`config.mk`:
```
export PLATFORM = sky130hd
export DESIGN_NAME = axi_wr_bridge
export DESIGN_NICKNAME = d
export VERILOG_FILES = /design/src/axi_pkg.sv /design/src/axi_chan_if.sv /design/src/aw_router.sv /design/src/w_router.sv /design/src/b_router.sv /design/src/default_slave.sv /design/src/axi_wr_bridge.sv
export SDC_FILE = /design/constraint.sdc
export NUM_CORES = 1
export LEC_CHECK = 0
export BUFFER_PORTS_ARGS = -buffer_cell sky130_fd_sc_hd__buf_2
export CAP_MARGIN = 25
export CORE_AREA = 2 2 116 118
export CTS_CLUSTER_SIZE = 40
export DETAILED_ROUTE_END_ITERATION = 6
export DIE_AREA = 0 0 118 120
export PLACE_DENSITY = 0.58
export SLEW_MARGIN = 15
export SYNTH_ARGS = -nofsm -noshare
export SYNTH_HDL_FRONTEND = slang
export SYNTH_SLANG_ARGS = --single-unit
```
`constraint.sdc`:
```
create_clock -name clk -period 4.2 [get_ports clk]
set_clock_uncertainty 0.2 [all_clocks]
set_input_delay 0.63 -clock clk [delete_from_list [all_inputs] [get_ports clk]]
set_output_delay 0.63 -clock clk [all_outputs]
set_load 0.02 [all_outputs]
```
`src/axi_pkg.sv`:
```
`default_nettype none

package axi_pkg;

  localparam int AXI_ID_BITS   = 4;
  localparam int AXI_IDS_BITS  = 8;
  localparam int AXI_ADDR_BITS = 32;
  localparam int AXI_DATA_BITS = 32;
  localparam int AXI_STRB_BITS = 4;
  localparam int AXI_LEN_BITS  = 4;
  localparam int AXI_SIZE_BITS = 3;

  // Upper part of the slave-side ID
  localparam logic [AXI_IDS_BITS-AXI_ID_BITS-1:0] AXI_MASTER_1_ID = 4'd1;

  localparam logic [1:0] RESP_OKAY   = 2'b00;
  localparam logic [1:0] RESP_DECERR = 2'b11;

  typedef enum logic {
    LOCK_FREE,
    LOCK_M1
  } addr_arb_lock_t;

  typedef enum logic [1:0] {
    SLAVE_0,
    SLAVE_1,
    SLAVE_2
  } slave_sel_t;

  // 64 KiB windows at 0x0000_0000 and 0x0001_0000, the rest is unmapped
  function automatic slave_sel_t addr_decoder(input logic [AXI_ADDR_BITS-1:0] addr);
    slave_sel_t sel;
    case (addr[AXI_ADDR_BITS-1:16])
      16'h0000: sel = SLAVE_0;
      16'h0001: sel = SLAVE_1;
      default:  sel = SLAVE_2;
    endcase
    return sel;
  endfunction

endpackage

`default_nettype wire

```
`src/axi_chan_if.sv`:
```
`timescale 1ns/1ps
`default_nettype none

interface axi_aw_if;
  import axi_pkg::*;

  logic [AXI_IDS_BITS-1:0]  awid;
  logic [AXI_ADDR_BITS-1:0] awaddr;
  logic [AXI_LEN_BITS-1:0]  awlen;
  logic [AXI_SIZE_BITS-1:0] awsize;
  logic [1:0]               awburst;
  logic                     awvalid;
  logic                     awready;

  modport mst (output awid, awaddr, awlen, awsize, awburst, awvalid,
               input  awready);
  modport slv (input  awid, awaddr, awlen, awsize, awburst, awvalid,
               output awready);
endinterface

interface axi_w_if;
  import axi_pkg::*;

  logic [AXI_DATA_BITS-1:0] wdata;
  logic [AXI_STRB_BITS-1:0] wstrb;
  logic                     wlast;
  logic                     wvalid;
  logic                     wready;

  modport mst (output wdata, wstrb, wlast, wvalid, input wready);
  modport slv (input wdata, wstrb, wlast, wvalid, output wready);
endinterface

// Source of B is the slave, so mst sits on the slave side
interface axi_b_if;
  import axi_pkg::*;

  logic [AXI_IDS_BITS-1:0] bid;
  logic [1:0]              bresp;
  logic                    bvalid;
  logic                    bready;

  modport mst (output bid, bresp, bvalid, input bready);
  modport slv (input bid, bresp, bvalid, output bready);
endinterface

`default_nettype wire

```
`src/aw_router.sv`:
```
`timescale 1ns/1ps
`default_nettype none

module aw_router (
  input  logic                              clk,
  input  logic                              rstn,
  input  logic [axi_pkg::AXI_ID_BITS-1:0]   awid,
  input  logic [axi_pkg::AXI_ADDR_BITS-1:0] awaddr,
  input  logic [axi_pkg::AXI_LEN_BITS-1:0]  awlen,
  input  logic [axi_pkg::AXI_SIZE_BITS-1:0] awsize,
  input  logic [1:0]                        awburst,
  input  logic                              awvalid,
  output logic                              awready,
  axi_aw_if.mst                             s0,
  axi_aw_if.mst                             s1,
  axi_aw_if.mst                             s2,
  output logic                              route_busy,
  output axi_pkg::slave_sel_t               wr_target,
  input  logic                              b_done
);
  import axi_pkg::*;

  addr_arb_lock_t          lock_q;
  addr_arb_lock_t          lock_d;
  slave_sel_t              dec_sel;
  slave_sel_t              held_sel;
  slave_sel_t              cur_sel;
  logic [AXI_IDS_BITS-1:0] slv_id;
  logic                    fwd_valid;
  logic                    sel_ready;
  logic                    aw_hs;
  logic                    hit0;
  logic                    hit1;
  logic                    hit2;

  assign dec_sel   = addr_decoder(awaddr);
  assign slv_id    = {AXI_MASTER_1_ID, awid};
  // No new address reaches a slave while a write is outstanding
  assign fwd_valid = awvalid & ~route_busy;

  // Lock holds the slave choice while a presented request waits for ready
  always_ff @(posedge clk or negedge rstn) begin
    if (!rstn) begin
      lock_q <= LOCK_FREE;
    end else begin
      lock_q <= lock_d;
    end
  end

  always_comb begin
    case (lock_q)
      LOCK_FREE: lock_d = (fwd_valid && !sel_ready) ? LOCK_M1 : LOCK_FREE;
      LOCK_M1:   lock_d = sel_ready ? LOCK_FREE : LOCK_M1;
      default:   lock_d = LOCK_FREE;
    endcase
  end

  always_ff @(posedge clk) begin
    if (lock_q == LOCK_FREE) begin
      held_sel <= dec_sel;
    end
  end

  assign cur_sel = (lock_q == LOCK_M1) ? held_sel : dec_sel;

  always_comb begin
    case (cur_sel)
      SLAVE_0: sel_ready = s0.awready;
      SLAVE_1: sel_ready = s1.awready;
      default: sel_ready = s2.awready;
    endcase
  end

  assign awready = sel_ready & ~route_busy;
  assign aw_hs   = awvalid & awready;

  assign hit0 = (cur_sel == SLAVE_0);
  assign hit1 = (cur_sel == SLAVE_1);
  assign hit2 = (cur_sel == SLAVE_2);

  // Only the selected slave sees the request, others stay zero
  assign s0.awvalid = hit0 & fwd_valid;
  assign s0.awid    = hit0 ? slv_id : '0;
  assign s0.awaddr  = hit0 ? awaddr : '0;
  assign s0.awlen   = hit0 ? awlen : '0;
  assign s0.awsize  = hit0 ? awsize : '0;
  assign s0.awburst = hit0 ? awburst : '0;

  assign s1.awvalid = hit1 & fwd_valid;
  assign s1.awid    = hit1 ? slv_id : '0;
  assign s1.awaddr  = hit1 ? awaddr : '0;
  assign s1.awlen   = hit1 ? awlen : '0;
  assign s1.awsize  = hit1 ? awsize : '0;
  assign s1.awburst = hit1 ? awburst : '0;

  assign s2.awvalid = hit2 & fwd_valid;
  assign s2.awid    = hit2 ? slv_id : '0;
  assign s2.awaddr  = hit2 ? awaddr : '0;
  assign s2.awlen   = hit2 ? awlen : '0;
  assign s2.awsize  = hit2 ? awsize : '0;
  assign s2.awburst = hit2 ? awburst : '0;

  // Route record for the W and B paths
  always_ff @(posedge clk or negedge rstn) begin
    if (!rstn) begin
      route_busy <= 1'b0;
      wr_target  <= SLAVE_2;
    end else if (aw_hs) begin
      route_busy <= 1'b1;
      wr_target  <= cur_sel;
    end else if (b_done) begin
      route_busy <= 1'b0;
    end
  end

endmodule

`default_nettype wire

```
`src/w_router.sv`:
```
`timescale 1ns/1ps
`default_nettype none

module w_router (
  input  logic                              clk,
  input  logic                              rstn,
  input  logic [axi_pkg::AXI_DATA_BITS-1:0] wdata,
  input  logic [axi_pkg::AXI_STRB_BITS-1:0] wstrb,
  input  logic                              wlast,
  input  logic                              wvalid,
  output logic                              wready,
  axi_w_if.mst                              s0,
  axi_w_if.mst                              s1,
  axi_w_if.mst                              s2,
  input  axi_pkg::slave_sel_t               wr_target,
  input  logic                              route_busy,
  output logic                              w_done
);
  import axi_pkg::*;

  logic data_open;
  logic sel_ready;
  logic hit0;
  logic hit1;
  logic hit2;

  // Data phase runs from the AW handshake until the last beat
  assign data_open = route_busy & ~w_done;

  assign hit0 = data_open & (wr_target == SLAVE_0);
  assign hit1 = data_open & (wr_target == SLAVE_1);
  assign hit2 = data_open & (wr_target == SLAVE_2);

  assign s0.wvalid = hit0 & wvalid;
  assign s0.wdata  = hit0 ? wdata : '0;
  assign s0.wstrb  = hit0 ? wstrb : '0;
  assign s0.wlast  = hit0 & wlast;

  assign s1.wvalid = hit1 & wvalid;
  assign s1.wdata  = hit1 ? wdata : '0;
  assign s1.wstrb  = hit1 ? wstrb : '0;
  assign s1.wlast  = hit1 & wlast;

  assign s2.wvalid = hit2 & wvalid;
  assign s2.wdata  = hit2 ? wdata : '0;
  assign s2.wstrb  = hit2 ? wstrb : '0;
  assign s2.wlast  = hit2 & wlast;

  always_comb begin
    case (wr_target)
      SLAVE_0: sel_ready = s0.wready;
      SLAVE_1: sel_ready = s1.wready;
      default: sel_ready = s2.wready;
    endcase
  end

  assign wready = data_open & sel_ready;

  always_ff @(posedge clk or negedge rstn) begin
    if (!rstn) begin
      w_done <= 1'b0;
    end else if (!route_busy) begin
      w_done <= 1'b0;
    end else if (wvalid && wready && wlast) begin
      w_done <= 1'b1;
    end
  end

endmodule

`default_nettype wire

```
`src/b_router.sv`:
```
`timescale 1ns/1ps
`default_nettype none

module b_router (
  input  logic                            clk,
  input  logic                            rstn,
  axi_b_if.slv                            s0,
  axi_b_if.slv                            s1,
  axi_b_if.slv                            s2,
  input  axi_pkg::slave_sel_t             wr_target,
  input  logic                            w_done,
  output logic [axi_pkg::AXI_ID_BITS-1:0] bid,
  output logic [1:0]                      bresp,
  output logic                            bvalid,
  input  logic                            bready,
  output logic                            b_done
);
  import axi_pkg::*;

  logic b_seen;
  logic live;
  logic sel_valid;

  // One response per write, blocked again until the route closes
  assign live = w_done & ~b_seen;

  always_comb begin
    case (wr_target)
      SLAVE_0: begin
        sel_valid = s0.bvalid;
        bid       = s0.bid[AXI_ID_BITS-1:0];
        bresp     = s0.bresp;
      end
      SLAVE_1: begin
        sel_valid = s1.bvalid;
        bid       = s1.bid[AXI_ID_BITS-1:0];
        bresp     = s1.bresp;
      end
      default: begin
        sel_valid = s2.bvalid;
        bid       = s2.bid[AXI_ID_BITS-1:0];
        bresp     = s2.bresp;
      end
    endcase
  end

  assign bvalid = live & sel_valid;
  assign b_done = bvalid & bready;

  assign s0.bready = live & bready & (wr_target == SLAVE_0);
  assign s1.bready = live & bready & (wr_target == SLAVE_1);
  assign s2.bready = live & bready & (wr_target == SLAVE_2);

  always_ff @(posedge clk or negedge rstn) begin
    if (!rstn) begin
      b_seen <= 1'b0;
    end else if (!w_done) begin
      b_seen <= 1'b0;
    end else if (b_done) begin
      b_seen <= 1'b1;
    end
  end

endmodule

`default_nettype wire

```
`src/default_slave.sv`:
```
`timescale 1ns/1ps
`default_nettype none

module default_slave (
  input logic   clk,
  input logic   rstn,
  axi_aw_if.slv aw,
  axi_w_if.slv  w,
  axi_b_if.mst  b
);
  import axi_pkg::*;

  localparam logic [1:0] ST_IDLE  = 2'd0;
  localparam logic [1:0] ST_DRAIN = 2'd1;
  localparam logic [1:0] ST_RESP  = 2'd2;

  logic [1:0]              state;
  logic [AXI_IDS_BITS-1:0] id_q;

  always_ff @(posedge clk or negedge rstn) begin
    if (!rstn) begin
      state <= ST_IDLE;
    end else begin
      case (state)
        ST_IDLE: begin
          if (aw.awvalid) begin
            state <= ST_DRAIN;
          end
        end
        // Data beats are thrown away
        ST_DRAIN: begin
          if (w.wvalid && w.wlast) begin
            state <= ST_RESP;
          end
        end
        ST_RESP: begin
          if (b.bready) begin
            state <= ST_IDLE;
          end
        end
        default: state <= ST_IDLE;
      endcase
    end
  end

  always_ff @(posedge clk) begin
    if (aw.awvalid && aw.awready) begin
      id_q <= aw.awid;
    end
  end

  assign aw.awready = (state == ST_IDLE);
  assign w.wready   = (state == ST_DRAIN);
  assign b.bvalid   = (state == ST_RESP);
  assign b.bid      = id_q;
  assign b.bresp    = RESP_DECERR;

endmodule

`default_nettype wire

```
`src/axi_wr_bridge.sv`:
```
`timescale 1ns/1ps
`default_nettype none

module axi_wr_bridge (
  input  logic                              clk,
  input  logic                              rstn,
  // Master
  input  logic [axi_pkg::AXI_ID_BITS-1:0]   awid,
  input  logic [axi_pkg::AXI_ADDR_BITS-1:0] awaddr,
  input  logic [axi_pkg::AXI_LEN_BITS-1:0]  awlen,
  input  logic [axi_pkg::AXI_SIZE_BITS-1:0] awsize,
  input  logic [1:0]                        awburst,
  input  logic                              awvalid,
  output logic                              awready,
  input  logic [axi_pkg::AXI_DATA_BITS-1:0] wdata,
  input  logic [axi_pkg::AXI_STRB_BITS-1:0] wstrb,
  input  logic                              wlast,
  input  logic                              wvalid,
  output logic                              wready,
  output logic [axi_pkg::AXI_ID_BITS-1:0]   bid,
  output logic [1:0]                        bresp,
  output logic                              bvalid,
  input  logic                              bready,
  // Slave 0
  output logic [axi_pkg::AXI_IDS_BITS-1:0]  s0_awid,
  output logic [axi_pkg::AXI_ADDR_BITS-1:0] s0_awaddr,
  output logic [axi_pkg::AXI_LEN_BITS-1:0]  s0_awlen,
  output logic [axi_pkg::AXI_SIZE_BITS-1:0] s0_awsize,
  output logic [1:0]                        s0_awburst,
  output logic                              s0_awvalid,
  input  logic                              s0_awready,
  output logic [axi_pkg::AXI_DATA_BITS-1:0] s0_wdata,
  output logic [axi_pkg::AXI_STRB_BITS-1:0] s0_wstrb,
  output logic                              s0_wlast,
  output logic                              s0_wvalid,
  input  logic                              s0_wready,
  input  logic [axi_pkg::AXI_IDS_BITS-1:0]  s0_bid,
  input  logic [1:0]                        s0_bresp,
  input  logic                              s0_bvalid,
  output logic                              s0_bready,
  // Slave 1
  output logic [axi_pkg::AXI_IDS_BITS-1:0]  s1_awid,
  output logic [axi_pkg::AXI_ADDR_BITS-1:0] s1_awaddr,
  output logic [axi_pkg::AXI_LEN_BITS-1:0]  s1_awlen,
  output logic [axi_pkg::AXI_SIZE_BITS-1:0] s1_awsize,
  output logic [1:0]                        s1_awburst,
  output logic                              s1_awvalid,
  input  logic                              s1_awready,
  output logic [axi_pkg::AXI_DATA_BITS-1:0] s1_wdata,
  output logic [axi_pkg::AXI_STRB_BITS-1:0] s1_wstrb,
  output logic                              s1_wlast,
  output logic                              s1_wvalid,
  input  logic                              s1_wready,
  input  logic [axi_pkg::AXI_IDS_BITS-1:0]  s1_bid,
  input  logic [1:0]                        s1_bresp,
  input  logic                              s1_bvalid,
  output logic                              s1_bready
);
  import axi_pkg::*;

  slave_sel_t wr_target;
  logic       route_busy;
  logic       w_done;
  logic       b_done;

  axi_aw_if aw_s0 ();
  axi_aw_if aw_s1 ();
  axi_aw_if aw_s2 ();
  axi_w_if  w_s0 ();
  axi_w_if  w_s1 ();
  axi_w_if  w_s2 ();
  axi_b_if  b_s0 ();
  axi_b_if  b_s1 ();
  axi_b_if  b_s2 ();

  // Master side names match the router ports
  aw_router u_aw_router (.*, .s0(aw_s0), .s1(aw_s1), .s2(aw_s2));
  w_router  u_w_router  (.*, .s0(w_s0), .s1(w_s1), .s2(w_s2));
  b_router  u_b_router  (.*, .s0(b_s0), .s1(b_s1), .s2(b_s2));

  // Unmapped addresses end here
  default_slave u_default_slave (
    .clk  (clk),
    .rstn (rstn),
    .aw   (aw_s2),
    .w    (w_s2),
    .b    (b_s2)
  );

  assign s0_awid       = aw_s0.awid;
  assign s0_awaddr     = aw_s0.awaddr;
  assign s0_awlen      = aw_s0.awlen;
  assign s0_awsize     = aw_s0.awsize;
  assign s0_awburst    = aw_s0.awburst;
  assign s0_awvalid    = aw_s0.awvalid;
  assign aw_s0.awready = s0_awready;
  assign s0_wdata      = w_s0.wdata;
  assign s0_wstrb      = w_s0.wstrb;
  assign s0_wlast      = w_s0.wlast;
  assign s0_wvalid     = w_s0.wvalid;
  assign w_s0.wready   = s0_wready;
  assign b_s0.bid      = s0_bid;
  assign b_s0.bresp    = s0_bresp;
  assign b_s0.bvalid   = s0_bvalid;
  assign s0_bready     = b_s0.bready;

  assign s1_awid       = aw_s1.awid;
  assign s1_awaddr     = aw_s1.awaddr;
  assign s1_awlen      = aw_s1.awlen;
  assign s1_awsize     = aw_s1.awsize;
  assign s1_awburst    = aw_s1.awburst;
  assign s1_awvalid    = aw_s1.awvalid;
  assign aw_s1.awready = s1_awready;
  assign s1_wdata      = w_s1.wdata;
  assign s1_wstrb      = w_s1.wstrb;
  assign s1_wlast      = w_s1.wlast;
  assign s1_wvalid     = w_s1.wvalid;
  assign w_s1.wready   = s1_wready;
  assign b_s1.bid      = s1_bid;
  assign b_s1.bresp    = s1_bresp;
  assign b_s1.bvalid   = s1_bvalid;
  assign s1_bready     = b_s1.bready;

endmodule

`default_nettype wire

```
==> metrics.txt, run 1 <==
# TYPE chip_impl_metric gauge
chip_impl_metric{name="yosys.area.top_type_share",unit="%"} 29.7
chip_impl_metric{name="ioPinCount",unit=""} 300
chip_impl_metric{name="postSynthCellCount",unit=""} 328
chip_impl_metric{name="ant_nets",unit=""} 0
chip_impl_metric{name="power_per_cell_area",unit="nW/um^2"} 166
chip_impl_metric{name="synthesis.area",unit="um^2"} 2130
chip_impl_metric{name="cts_hold_buffers",unit=""} 0
chip_impl_metric{name="drt-wirelength-per-cell",unit="um"} 13.2
chip_impl_metric{name="finish.net_count",unit=""} 709
chip_impl_metric{name="cts_num_sinks",unit=""} 14
chip_impl_metric{name="cts_buffers",unit=""} 3
chip_impl_info{name="cp_startpoint_kind",value="input port"} 1
chip_impl_metric{name="cts_buffer_depth",unit=""} 2
chip_impl_metric{name="final_core_util",unit="%"} 29.0
chip_impl_metric{name="num_rows",unit=""} 42
chip_impl_metric{name="finalPower",unit="uW"} 625
chip_impl_metric{name="timing.final.max_slew_violations",unit=""} 0
chip_impl_info{name="netlist.top_cell.by_area",value="and2_1"} 1
chip_impl_metric{name="cts_setup_buffers",unit=""} 0
chip_impl_metric{name="dpl_cell_area",unit="um^2"} 3670
chip_impl_metric{name="synth.distinct_cells",unit=""} 39
chip_impl_metric{name="fin_crit_period",unit="ps"} 3140
chip_impl_metric{name="routed_wire_length",unit="um"} 10100
chip_impl_metric{name="num_vias",unit=""} 3124
chip_impl_metric{name="fin_worst_hold_slack",unit="ps"} 22.2
chip_impl_metric{name="layout-drive-gt1-share",unit="%"} 52.3
chip_impl_metric{name="core_area",unit="um^2"} 13000
chip_impl_metric{name="period_share",unit="%"} 74.8
chip_impl_metric{name="drt-pass1-iter-count",unit=""} 4
chip_impl_info{name="holdCritPathClass",value="input port to asynchronous set/reset pin"} 1
chip_impl_info{name="worstSetupPathType",value="input port to primary output"} 1
chip_impl_metric{name="power.static_leakage",unit="nW"} 2.40
chip_impl_metric{name="timing.setup.tns",unit="ps"} 0
chip_impl_info{name="endpoint_kind",value="primary output"} 1
chip_impl_metric{name="detailed_place_hpwl",unit="um"} 8760
chip_impl_metric{name="insertedDiodeCount",unit=""} 0
chip_impl_info{name="netlist_top_cells_area",value="and2_1 30%, nor2_1 11%, dfrtp_1 8.2%"} 1
chip_impl_metric{name="drt-initial-drc-count",unit=""} 66
chip_impl_metric{name="track_usage",unit="%"} 13.0
chip_impl_metric{name="die-area",unit="um^2"} 14200
chip_impl_metric{name="routed_via_density",unit=""} 4.05
chip_impl_metric{name="detail_route.drc_violations",unit=""} 0
chip_impl_metric{name="syn-mean-instance-area",unit="um^2"} 6.48
chip_impl_metric{name="h-tree-depth",unit=""} 1
chip_impl_metric{name="post_cts_resize_count",unit=""} 0
chip_impl_info{name="run_status",value="complete, no violations"} 1
chip_impl_metric{name="cp.arrival",unit="ps"} 2310
chip_impl_metric{name="irDropWorstVdd",unit="mV"} 0.109
chip_impl_info{name="clock_tree.root_cell",value="clkbuf_16"} 1
chip_impl_metric{name="maximum_capacitance_violations",unit=""} 0
chip_impl_metric{name="report.final.hold_viol_count",unit=""} 0
chip_impl_metric{name="grt_start_max_net_pins",unit=""} 40
chip_impl_metric{name="critPathMaxFanout",unit=""} 16
chip_impl_metric{name="synth_enable_flop_cells",unit=""} 4
chip_impl_metric{name="crit_required",unit="ps"} 3370
chip_impl_metric{name="ys_async_sr_fraction",unit="%"} 57.1
chip_impl_metric{name="grt_overflow_total",unit=""} 0
chip_impl_metric{name="chipWidth",unit="um"} 118
chip_impl_metric{name="synthesis.yosys.warnings",unit=""} 0
chip_impl_metric{name="initial_antenna_violation_count",unit=""} 1
chip_impl_metric{name="floorplan.initialDensity",unit="%"} 16.4
chip_impl_metric{name="clk-insertion-delay-late",unit="ps"} 240
chip_impl_metric{name="first_global_vias",unit=""} 2842
chip_impl_metric{name="gp_congestion",unit=""} 0.760
chip_impl_info{name="clock_tree_from_tritoncts",value="built"} 1
chip_impl_info{name="synth_most_common_cell",value="and2_1"} 1
chip_impl_metric{name="area_growth",unit="%"} 76.9
chip_impl_metric{name="synth.yosys.seq_area_share",unit="%"} 17.0
chip_impl_metric{name="io_buffer_count",unit=""} 285
chip_impl_metric{name="clk_pin_slew_worst_paths",unit="ps"} 50
chip_impl_info{name="unrepaired_setup_endpoints_after_global_routing",value="no"} 1
chip_impl_metric{name="max_slew_margin",unit="%"} 55.8
chip_impl_metric{name="fin_area",unit="um^2"} 3760
chip_impl_info{name="synth_top_flop_cell",value="dfrtp_1"} 1
chip_impl_metric{name="worst-slew-pin-transition",unit="ps"} 664
chip_impl_metric{name="max_freq",unit="MHz"} 318
chip_impl_info{name="synth.cells.most_frequent",value="101 x and2_1, 60 x nor2_1, 36 x nand2_1"} 1
chip_impl_metric{name="count_of_state_elements_after_synthesis",unit=""} 14
chip_impl_metric{name="report.final.setup_viol",unit=""} 0
chip_impl_metric{name="die-height",unit="um"} 120
chip_impl_metric{name="grt_pass1_wl",unit="um"} 14900
==> worst max-delay path: stages <==
cell and delay (ps):
buf_2 110, nor4_2 360, a41o_1 220, buf_4 190, inv_1 150, nor2_1 150, buf_4 200, and2_1 140
buf_2 160
==> flip-flops by register name, indices dropped and copies added, names as in the netlist <==
register and count:
u_aw_router.route_busy 1, u_default_slave.state 2, u_aw_router.held_sel 2, u_aw_router.lock_q 1
u_b_router.b_seen 1, u_aw_router.wr_target 2, u_w_router.w_done 1, u_default_slave.b.bid 4
==> kinds of logic (layout without fill, tap and decap cells) <==
| kind of cell | after synthesis | in the layout | synth area share, % |
|---|---|---|---|
| simple gates | 241 | 241 | 60.8 |
| buf+inv | 37 | 299 | 9.23 |
| compound gates | 24 | 24 | 7.41 |
| flops | 14 | 14 | 17.0 |
| mux | 11 | 11 | 5.41 |
| other cells | 1 | 6 | 0.176 |
==> metrics by stage <==
| stage | setup WS, ps | std cells |
|---|---|---|
| floorplan | 1340 | 333 |
| global placement | 963 | 767 |
| detailed placement | 986 | 767 |
| CTS | 973 | 771 |
| global route | 816 | 771 |
| finish | 1060 | 771 |
==> path summary, 6_finish.rpt <==
kind / cells after the start / slack [ps] / to / start
max: 9 / 1060 / s1_awaddr[22] / awaddr[21]
min: 1 / 20 / u_aw_router.lock_q / rstn
max reg2reg: 6 / 1730 / u_default_slave.b.bid[1] / u_aw_router.lock_q
min reg2reg: 2 / 290 / u_b_router.b_seen / u_b_router.b_seen
max in group asynchronous: 1 / 3540 / u_aw_router.wr_target[1] / rstn
min in group clk: 2 / 290 / u_b_router.b_seen / u_b_router.b_seen
==> where the power goes <==
group	internal, mW	total (mW)	switching, mW
logic	0.101	0.226	0.125
clock network	0.144	0.198	0.0541
registers	0.166	0.201	0.0348
==> cells in the final DEF, fill, tap and decap left out <==
master	instances
o21bai_1	1
nor3_2	1
conb_1	6
dfstp_2	1
o2bb2ai_1	1
mux2_2	4
dfxtp_1	2
a21boi_0	1
and2_1	101
o22ai_1	1
nor3b_1	1
inv_2	1
and3_1	20
nor3_1	5
clkbuf_16	3
clkbuf_8	1
or2_2	1
a21boi_4	1
buf_4	7
nand3b_1	1
nor2b_1	5
buf_2	285
o21a_1	1
o21ai_0	9
a21oi_1	4
mux2i_1	7
dfrtp_1	7
a41o_1	1
edfxtp_1	4
inv_1	2
nand2_1	36
nand2b_1	5
nor2_1	59
nor4_2	4
a211o_1	2
o41ai_1	1
and4_4	1
nor2_2	1
o31ai_1	1
==> final cells by class <==
type,count,area [um^2]
fillers,1503,9220
repair buffers,292,1480
multi-input cells,282,1600
well taps,176,220
flip-flops and latches,14,362
inverters,3,11.3
clock buffers,4,88.8
==> routing by layer <==
layer	global-route usage [%]	up-vias	part of all wire [%]
met5	0	-	0
met4	1.66	0	0.48
met3	2.23	6	7.7
met2	27.1	184	54
met1	13.8	1369	38
li1	-	1565	-
Power figures use the tool's default switching activity.
==> inputs of run 2 (changes only) <==
CORE_AREA = 2 2 115 117   (was 2 2 116 118)
DIE_AREA = 0 0 117 119   (was 0 0 118 120)
PLACE_DENSITY = 0.59   (was 0.58)
clock period = 3.1 ns   (was 4.2 ns; I/O delays follow)
==> run 2 against run 1 <==
Final area up 1.0%. Critical endpoint is now s1_awaddr[30]. Sequential power up 35%. Total power rose by 35%. Flip-flop and latch count is the same. Final cell count increased by 0.26%. Via count fell by 1.6%. Critical path depth is 2 lower. Combinational power increased by 34%. Sequential share of layout area shrank 0.095 points.
==> metrics.txt, run 2 (synthesis gave the netlist of run 1 again) <==
# TYPE chip_impl_metric gauge
chip_impl_info{name="run_status",value="complete, no violations"} 1
chip_impl_metric{name="detail_route.drc_violations",unit=""} 0
chip_impl_metric{name="cp.arrival",unit="ps"} 2210
chip_impl_metric{name="largest_register_ffs",unit=""} 4
chip_impl_info{name="whs_endpoint",value="u_b_router.b_seen"} 1
chip_impl_info{name="clock_tree.root_cell",value="clkbuf_16"} 1
chip_impl_info{name="clock_tree_from_tritoncts",value="built"} 1
chip_impl_metric{name="dpl.cell_count",unit=""} 767
chip_impl_metric{name="routed_wire_length",unit="um"} 9950
chip_impl_metric{name="cts_hold_buffers",unit=""} 1
chip_impl_metric{name="irDropWorstVdd",unit="mV"} 0.109
chip_impl_metric{name="num-fill-cells",unit=""} 1426
chip_impl_metric{name="fin_area",unit="um^2"} 3800
chip_impl_metric{name="area_growth",unit="%"} 78.7
chip_impl_metric{name="first_global_vias",unit=""} 2674
chip_impl_info{name="cp_startpoint_kind",value="register"} 1
chip_impl_info{name="endpoint_kind",value="primary output"} 1
chip_impl_metric{name="final-instance-count-excl-fill",unit=""} 773
chip_impl_info{name="crit-reg2reg-launch",value="u_aw_router.lock_q"} 1
chip_impl_metric{name="maximum_capacitance_violations",unit=""} 0
chip_impl_metric{name="ioPinCount",unit=""} 300
chip_impl_metric{name="routed_via_density",unit=""} 3.98
chip_impl_metric{name="drt-pass1-iter-count",unit=""} 4
chip_impl_metric{name="whs_path_depth",unit=""} 2
chip_impl_metric{name="num_vias",unit=""} 3073
chip_impl_metric{name="chipWidth",unit="um"} 117
chip_impl_metric{name="io_buffer_count",unit=""} 285
chip_impl_metric{name="multiInputGateArea",unit="um^2"} 1600
chip_impl_info{name="unrepaired_setup_endpoints_after_global_routing",value="no"} 1
chip_impl_metric{name="cts_buffer_depth",unit=""} 2
chip_impl_metric{name="die-height",unit="um"} 119
chip_impl_metric{name="grt_pass1_wl",unit="um"} 14200
chip_impl_metric{name="dpl_cell_area",unit="um^2"} 3700
chip_impl_metric{name="cts_setup_buffers",unit=""} 0
chip_impl_metric{name="grt_overflow_total",unit=""} 0
chip_impl_metric{name="track_usage",unit="%"} 13.1
chip_impl_metric{name="detailed_place_hpwl",unit="um"} 8580
chip_impl_metric{name="period_share",unit="%"} 92.7
chip_impl_metric{name="h-tree-depth",unit=""} 1
chip_impl_metric{name="max_slew_margin",unit="%"} 57.9
chip_impl_metric{name="critPathMaxFanout",unit=""} 16
chip_impl_metric{name="grt_start_max_net_pins",unit=""} 42
chip_impl_metric{name="cts_buffers",unit=""} 3
chip_impl_metric{name="die-area",unit="um^2"} 13900
chip_impl_metric{name="clk_pin_slew_worst_paths",unit="ps"} 40
chip_impl_metric{name="gp_congestion",unit=""} 0.791
chip_impl_metric{name="regToRegSetupSlack",unit="ps"} 930
chip_impl_metric{name="r2r.worst_path.cells",unit=""} 4
chip_impl_metric{name="finalPower",unit="uW"} 843
chip_impl_metric{name="report.final.setup_viol",unit=""} 0
chip_impl_metric{name="worst-slew-pin-transition",unit="ps"} 631
chip_impl_metric{name="power.static_leakage",unit="nW"} 2.41
chip_impl_metric{name="post_cts_resize_count",unit=""} 0
chip_impl_metric{name="clk-insertion-delay-late",unit="ps"} 240
chip_impl_metric{name="finish.net_count",unit=""} 710
chip_impl_metric{name="crit_required",unit="ps"} 2430
chip_impl_metric{name="sequential_cell_area",unit="um^2"} 362
chip_impl_info{name="worstHoldStart",value="u_b_router.b_seen"} 1
chip_impl_metric{name="core_area",unit="um^2"} 12900
chip_impl_info{name="holdCritPathClass",value="register to register"} 1
chip_impl_info{name="mostFrequentLayoutCells",value="285 x buf_2, 101 x and2_1, 59 x nor2_1"} 1
chip_impl_metric{name="floorplan.initialDensity",unit="%"} 16.5
chip_impl_metric{name="initial_antenna_violation_count",unit=""} 1
chip_impl_info{name="worstSetupPathType",value="register to primary output"} 1
chip_impl_metric{name="layout-drive-gt1-share",unit="%"} 52.2
chip_impl_metric{name="report.final.hold_viol_count",unit=""} 0
chip_impl_metric{name="cts_num_sinks",unit=""} 14
chip_impl_metric{name="drt-wirelength-per-cell",unit="um"} 12.9
chip_impl_metric{name="ant_nets",unit=""} 0
chip_impl_metric{name="num_rows",unit=""} 42
chip_impl_metric{name="fin_crit_period",unit="ps"} 2870
chip_impl_metric{name="timing.setup.tns",unit="ps"} 0
chip_impl_metric{name="drt-initial-drc-count",unit=""} 70
chip_impl_info{name="layout.cells.most_common",value="buf_2"} 1
chip_impl_info{name="worstReg2RegEnd",value="u_default_slave.b.bid[2]"} 1
chip_impl_metric{name="max_freq",unit="MHz"} 348
chip_impl_metric{name="power_per_cell_area",unit="nW/um^2"} 222
chip_impl_metric{name="timing.final.max_slew_violations",unit=""} 0
## run 2: changes by cell type in the layout (fill, tap and decap cells not counted), sizes merged
cell,before,now
dlygate4sd3,0,1
diode,0,1
## run 2: cell type report
| type | instances | area share (%) |
|---|---|---|
| diodes | 1 | 0.0658 |
| clock buffers | 4 | 2.34 |
| inverters | 3 | 0.296 |
| multi-input cells | 282 | 42.2 |
| flip-flops and latches | 14 | 9.51 |
| well taps | 176 | 5.79 |
| repair buffers | 293 | 39.8 |
## run 2: where the power goes
part	switching [mW]	internal (mW)	total (mW)
Combinational	0.165	0.137	0.302
Clock	0.0734	0.195	0.269
Sequential	0.0465	0.226	0.272
Total	0.285	0.558	0.843
## run 2: stage by stage
| stage | worst slack [ps] | hold slack, ps | utilization (%) |
|---|---|---|---|
| 2_1_floorplan | 573 | -30.6 | - |
| 3_3_place_gp | 245 | 114 | 28.7 |
| 3_5_place_dp | 234 | 114 | 28.7 |
| 4_1_cts | 182 | 307 | 29.5 |
| 5_1_grt | 16.8 | 349 | 29.5 |
| 6_report | 226 | 301 | 29.5 |
## run 2: how the worst max path moves through the flow
stage                       startpoint             to  slack, ps  depth (start not counted)
floorplan                   awaddr[21]     s1_awvalid        570                          6
global placement            awaddr[24]  s1_awaddr[30]        240                          8
detailed placement          awaddr[24]  s1_awaddr[30]        230                          8
CTS                 u_aw_router.lock_q  s1_awaddr[30]        180                          7
global route        u_aw_router.lock_q  s1_awaddr[30]         20                          7
finish              u_aw_router.lock_q  s1_awaddr[30]        230                          7
## run 2: layer usage
layer / vias to the layer above / global-route usage (%) / share of wire [%]
met4: 0 / 3.24 / 0.90
met3: 6 / 1.32 / 7.6
met2: 186 / 25.7 / 51
met1: 1307 / 14.6 / 40
li1: 1574 / - / -
met5: - / 0 / 0
## run 2: critical path, cell delays in order (launching register included)
cell     delay [ps]
dfrtp_1         480
nor2b_1         350
a41o_1          270
inv_1           180
nor2_1          160
buf_4           210
and2_1          140
buf_2           170
==> inputs of run 3 (changes only) <==
CORE_AREA = 2 2 116 118   (was 2 2 115 117)
DIE_AREA = 0 0 118 120   (was 0 0 117 119)
PLACE_DENSITY = 0.58   (was 0.59)
clock period = 3.5 ns   (was 3.1 ns; I/O delays follow)
==> run 3 against run 2 <==
First-iteration DRC count decreased by 4.3%. Total power down 11%. Sequential share of layout area barely moved. Worst setup slack improved by 420 ps. Via count rose by 0.65%. Combinational power down 5%. Final area fell by 0.40%. Largest cell class unchanged.
==> metrics.txt, run 3 (synthesis gave the netlist of run 1 again) <==
# TYPE chip_impl_metric gauge
chip_impl_info{name="run_status",value="complete, no violations"} 1
chip_impl_metric{name="clk-insertion-delay-late",unit="ps"} 240
chip_impl_metric{name="detailed_place_hpwl",unit="um"} 8900
chip_impl_info{name="layout.cells.most_common",value="buf_2"} 1
chip_impl_metric{name="period_share",unit="%"} 81.5
chip_impl_info{name="cp_startpoint_kind",value="input port"} 1
chip_impl_metric{name="io_buffer_count",unit=""} 285
chip_impl_metric{name="dpl.cell_count",unit=""} 768
chip_impl_info{name="crit-reg2reg-launch",value="u_aw_router.lock_q"} 1
chip_impl_info{name="worstReg2RegEnd",value="u_default_slave.b.bid[0]"} 1
chip_impl_metric{name="final-instance-count-excl-fill",unit=""} 775
chip_impl_metric{name="r2r.worst_path.cells",unit=""} 5
chip_impl_metric{name="cts_buffers",unit=""} 3
chip_impl_metric{name="drt-pass1-iter-count",unit=""} 4
chip_impl_metric{name="cp.arrival",unit="ps"} 2130
chip_impl_metric{name="drt-initial-drc-count",unit=""} 67
chip_impl_metric{name="num_rows",unit=""} 42
chip_impl_metric{name="cts_setup_buffers",unit=""} 0
chip_impl_metric{name="track_usage",unit="%"} 13.3
chip_impl_info{name="path_cells",value="buf_2, nor4_2, and4_4, a21boi_4, nor2_1, buf_4, and2_1, buf_2"} 1
chip_impl_metric{name="fin_crit_period",unit="ps"} 2850
chip_impl_metric{name="die-area",unit="um^2"} 14200
chip_impl_metric{name="drt-wirelength-per-cell",unit="um"} 13.3
chip_impl_metric{name="h-tree-depth",unit=""} 1
chip_impl_info{name="holdCritPathClass",value="register to register"} 1
chip_impl_metric{name="irDropWorstVdd",unit="mV"} 0.141
chip_impl_metric{name="ioPinCount",unit=""} 300
chip_impl_info{name="mostFrequentLayoutCells",value="285 x buf_2, 101 x and2_1, 59 x nor2_1"} 1
chip_impl_metric{name="grt_start_max_net_pins",unit=""} 40
chip_impl_metric{name="initial_antenna_violation_count",unit=""} 2
chip_impl_metric{name="timing.setup.tns",unit="ps"} 0
chip_impl_metric{name="largest_register_ffs",unit=""} 4
chip_impl_metric{name="max_freq",unit="MHz"} 350
chip_impl_metric{name="routed_wire_length",unit="um"} 10300
chip_impl_metric{name="report.final.setup_viol",unit=""} 0
chip_impl_info{name="endpoint_kind",value="primary output"} 1
chip_impl_metric{name="chipWidth",unit="um"} 118
chip_impl_metric{name="first_global_vias",unit=""} 2816
chip_impl_metric{name="detail_route.drc_violations",unit=""} 0
chip_impl_metric{name="cts_num_sinks",unit=""} 14
chip_impl_metric{name="floorplan.initialDensity",unit="%"} 16.4
chip_impl_metric{name="num_vias",unit=""} 3093
chip_impl_metric{name="area_growth",unit="%"} 78.0
chip_impl_metric{name="crit_path_max_incr_delay",unit="ps"} 380
chip_impl_info{name="unrepaired_setup_endpoints_after_global_routing",value="no"} 1
chip_impl_metric{name="power.static_leakage",unit="nW"} 2.41
chip_impl_metric{name="ant_nets",unit=""} 0
chip_impl_metric{name="grt_pass1_wl",unit="um"} 15000
chip_impl_metric{name="gp_congestion",unit=""} 0.748
chip_impl_metric{name="grt_overflow_total",unit=""} 0
chip_impl_info{name="worstSetupPathType",value="input port to primary output"} 1
chip_impl_metric{name="routed_via_density",unit=""} 3.99
chip_impl_info{name="whs_endpoint",value="u_b_router.b_seen"} 1
chip_impl_metric{name="report.final.hold_viol_count",unit=""} 0
chip_impl_metric{name="whs_path_depth",unit=""} 2
chip_impl_info{name="clock_tree_from_tritoncts",value="built"} 1
chip_impl_metric{name="maximum_capacitance_violations",unit=""} 0
chip_impl_metric{name="finalPower",unit="uW"} 752
chip_impl_metric{name="die-height",unit="um"} 120
chip_impl_metric{name="power_per_cell_area",unit="nW/um^2"} 199
chip_impl_metric{name="finish.net_count",unit=""} 711
chip_impl_info{name="slowest_stage",value="nor4_2"} 1
chip_impl_metric{name="core_area",unit="um^2"} 13000
chip_impl_metric{name="cts_buffer_depth",unit=""} 2
chip_impl_info{name="worstHoldStart",value="u_b_router.b_seen"} 1
chip_impl_metric{name="regToRegSetupSlack",unit="ps"} 1290
chip_impl_metric{name="clk_pin_slew_worst_paths",unit="ps"} 50
chip_impl_info{name="critical-path-top-cell-by-count",value="buf_2"} 1
chip_impl_metric{name="crit_required",unit="ps"} 2770
chip_impl_info{name="clock_tree.root_cell",value="clkbuf_16"} 1
chip_impl_metric{name="layout-drive-gt1-share",unit="%"} 52.3
chip_impl_metric{name="critPathMaxFanout",unit=""} 15
chip_impl_metric{name="timing.final.max_slew_violations",unit=""} 0
-- run 3: cell types whose count changed in the layout (fill, tap and decap cells not counted), sizes merged --
cell,change
buf,+1
diode,+1
-- run 3: metal layers --
layer | wire (um) | track usage (%) | up-vias
met5 | 0 | 0 | -
met4 | 110 | 3.61 | 0
met3 | 755 | 2.57 | 4
met2 | 5400 | 26.7 | 176
met1 | 4010 | 14.0 | 1337
li1 | - | - | 1576
-- run 3: how the worst max path moves through the flow --
stage | slack [ps] | from | endpoint | cells past startpoint
6_report | 650 | awaddr[21] | s1_awaddr[22] | 8
5_1_grt | 430 | awaddr[21] | s0_awvalid | 7
2_1_floorplan | 850 | awaddr[21] | s1_awvalid | 6
4_1_cts | 570 | awaddr[21] | s1_awaddr[22] | 8
3_5_place_dp | 580 | awaddr[21] | s0_awvalid | 7
3_3_place_gp | 560 | awaddr[21] | s0_awvalid | 7
-- run 3: through the flow --
stage / util, % / setup WS, ps / instance area, um^2 / hold slack, ps
CTS: 29.1 / 570 / 3780 / 295
floorplan: - / 853 / 2150 / 29.4
finish: 29.2 / 647 / 3790 / 287
global route: 29.2 / 426 / 3790 / 337
global placement: 28.4 / 561 / 3680 / 173
detailed placement: 28.4 / 577 / 3680 / 177
-- run 3: critical path: cells and delay by family --
kind	cells	cell delay, ps
simple gates	4	1010
buf+inv	3	490
compound gates	1	110
-- run 3: area by class of cell --
type / instances / area (um^2)
multi-input combinational: 282 / 1600
antenna: 2 / 5.00
timing repair buffer: 294 / 1500
fill: 1504 / 9190
sequential: 14 / 362
inverter: 3 / 11.3
clock buffer: 4 / 88.8
tap: 176 / 220
-- run 3: report_power, final --
part           internal (mW)  switching (mW)  leakage, nW  total, mW
combinational          0.125           0.162         2.21      0.286
sequential             0.200          0.0276        0.154      0.228
clock                  0.173          0.0648       0.0442      0.238
total                  0.498           0.254         2.41      0.752
-- run 3: repair_timing --
action,CTS,global route
hold endpoints to repair,7,0
resized for setup,0,0
hold buffers,1,0
endpoints found under the setup margin,0,0
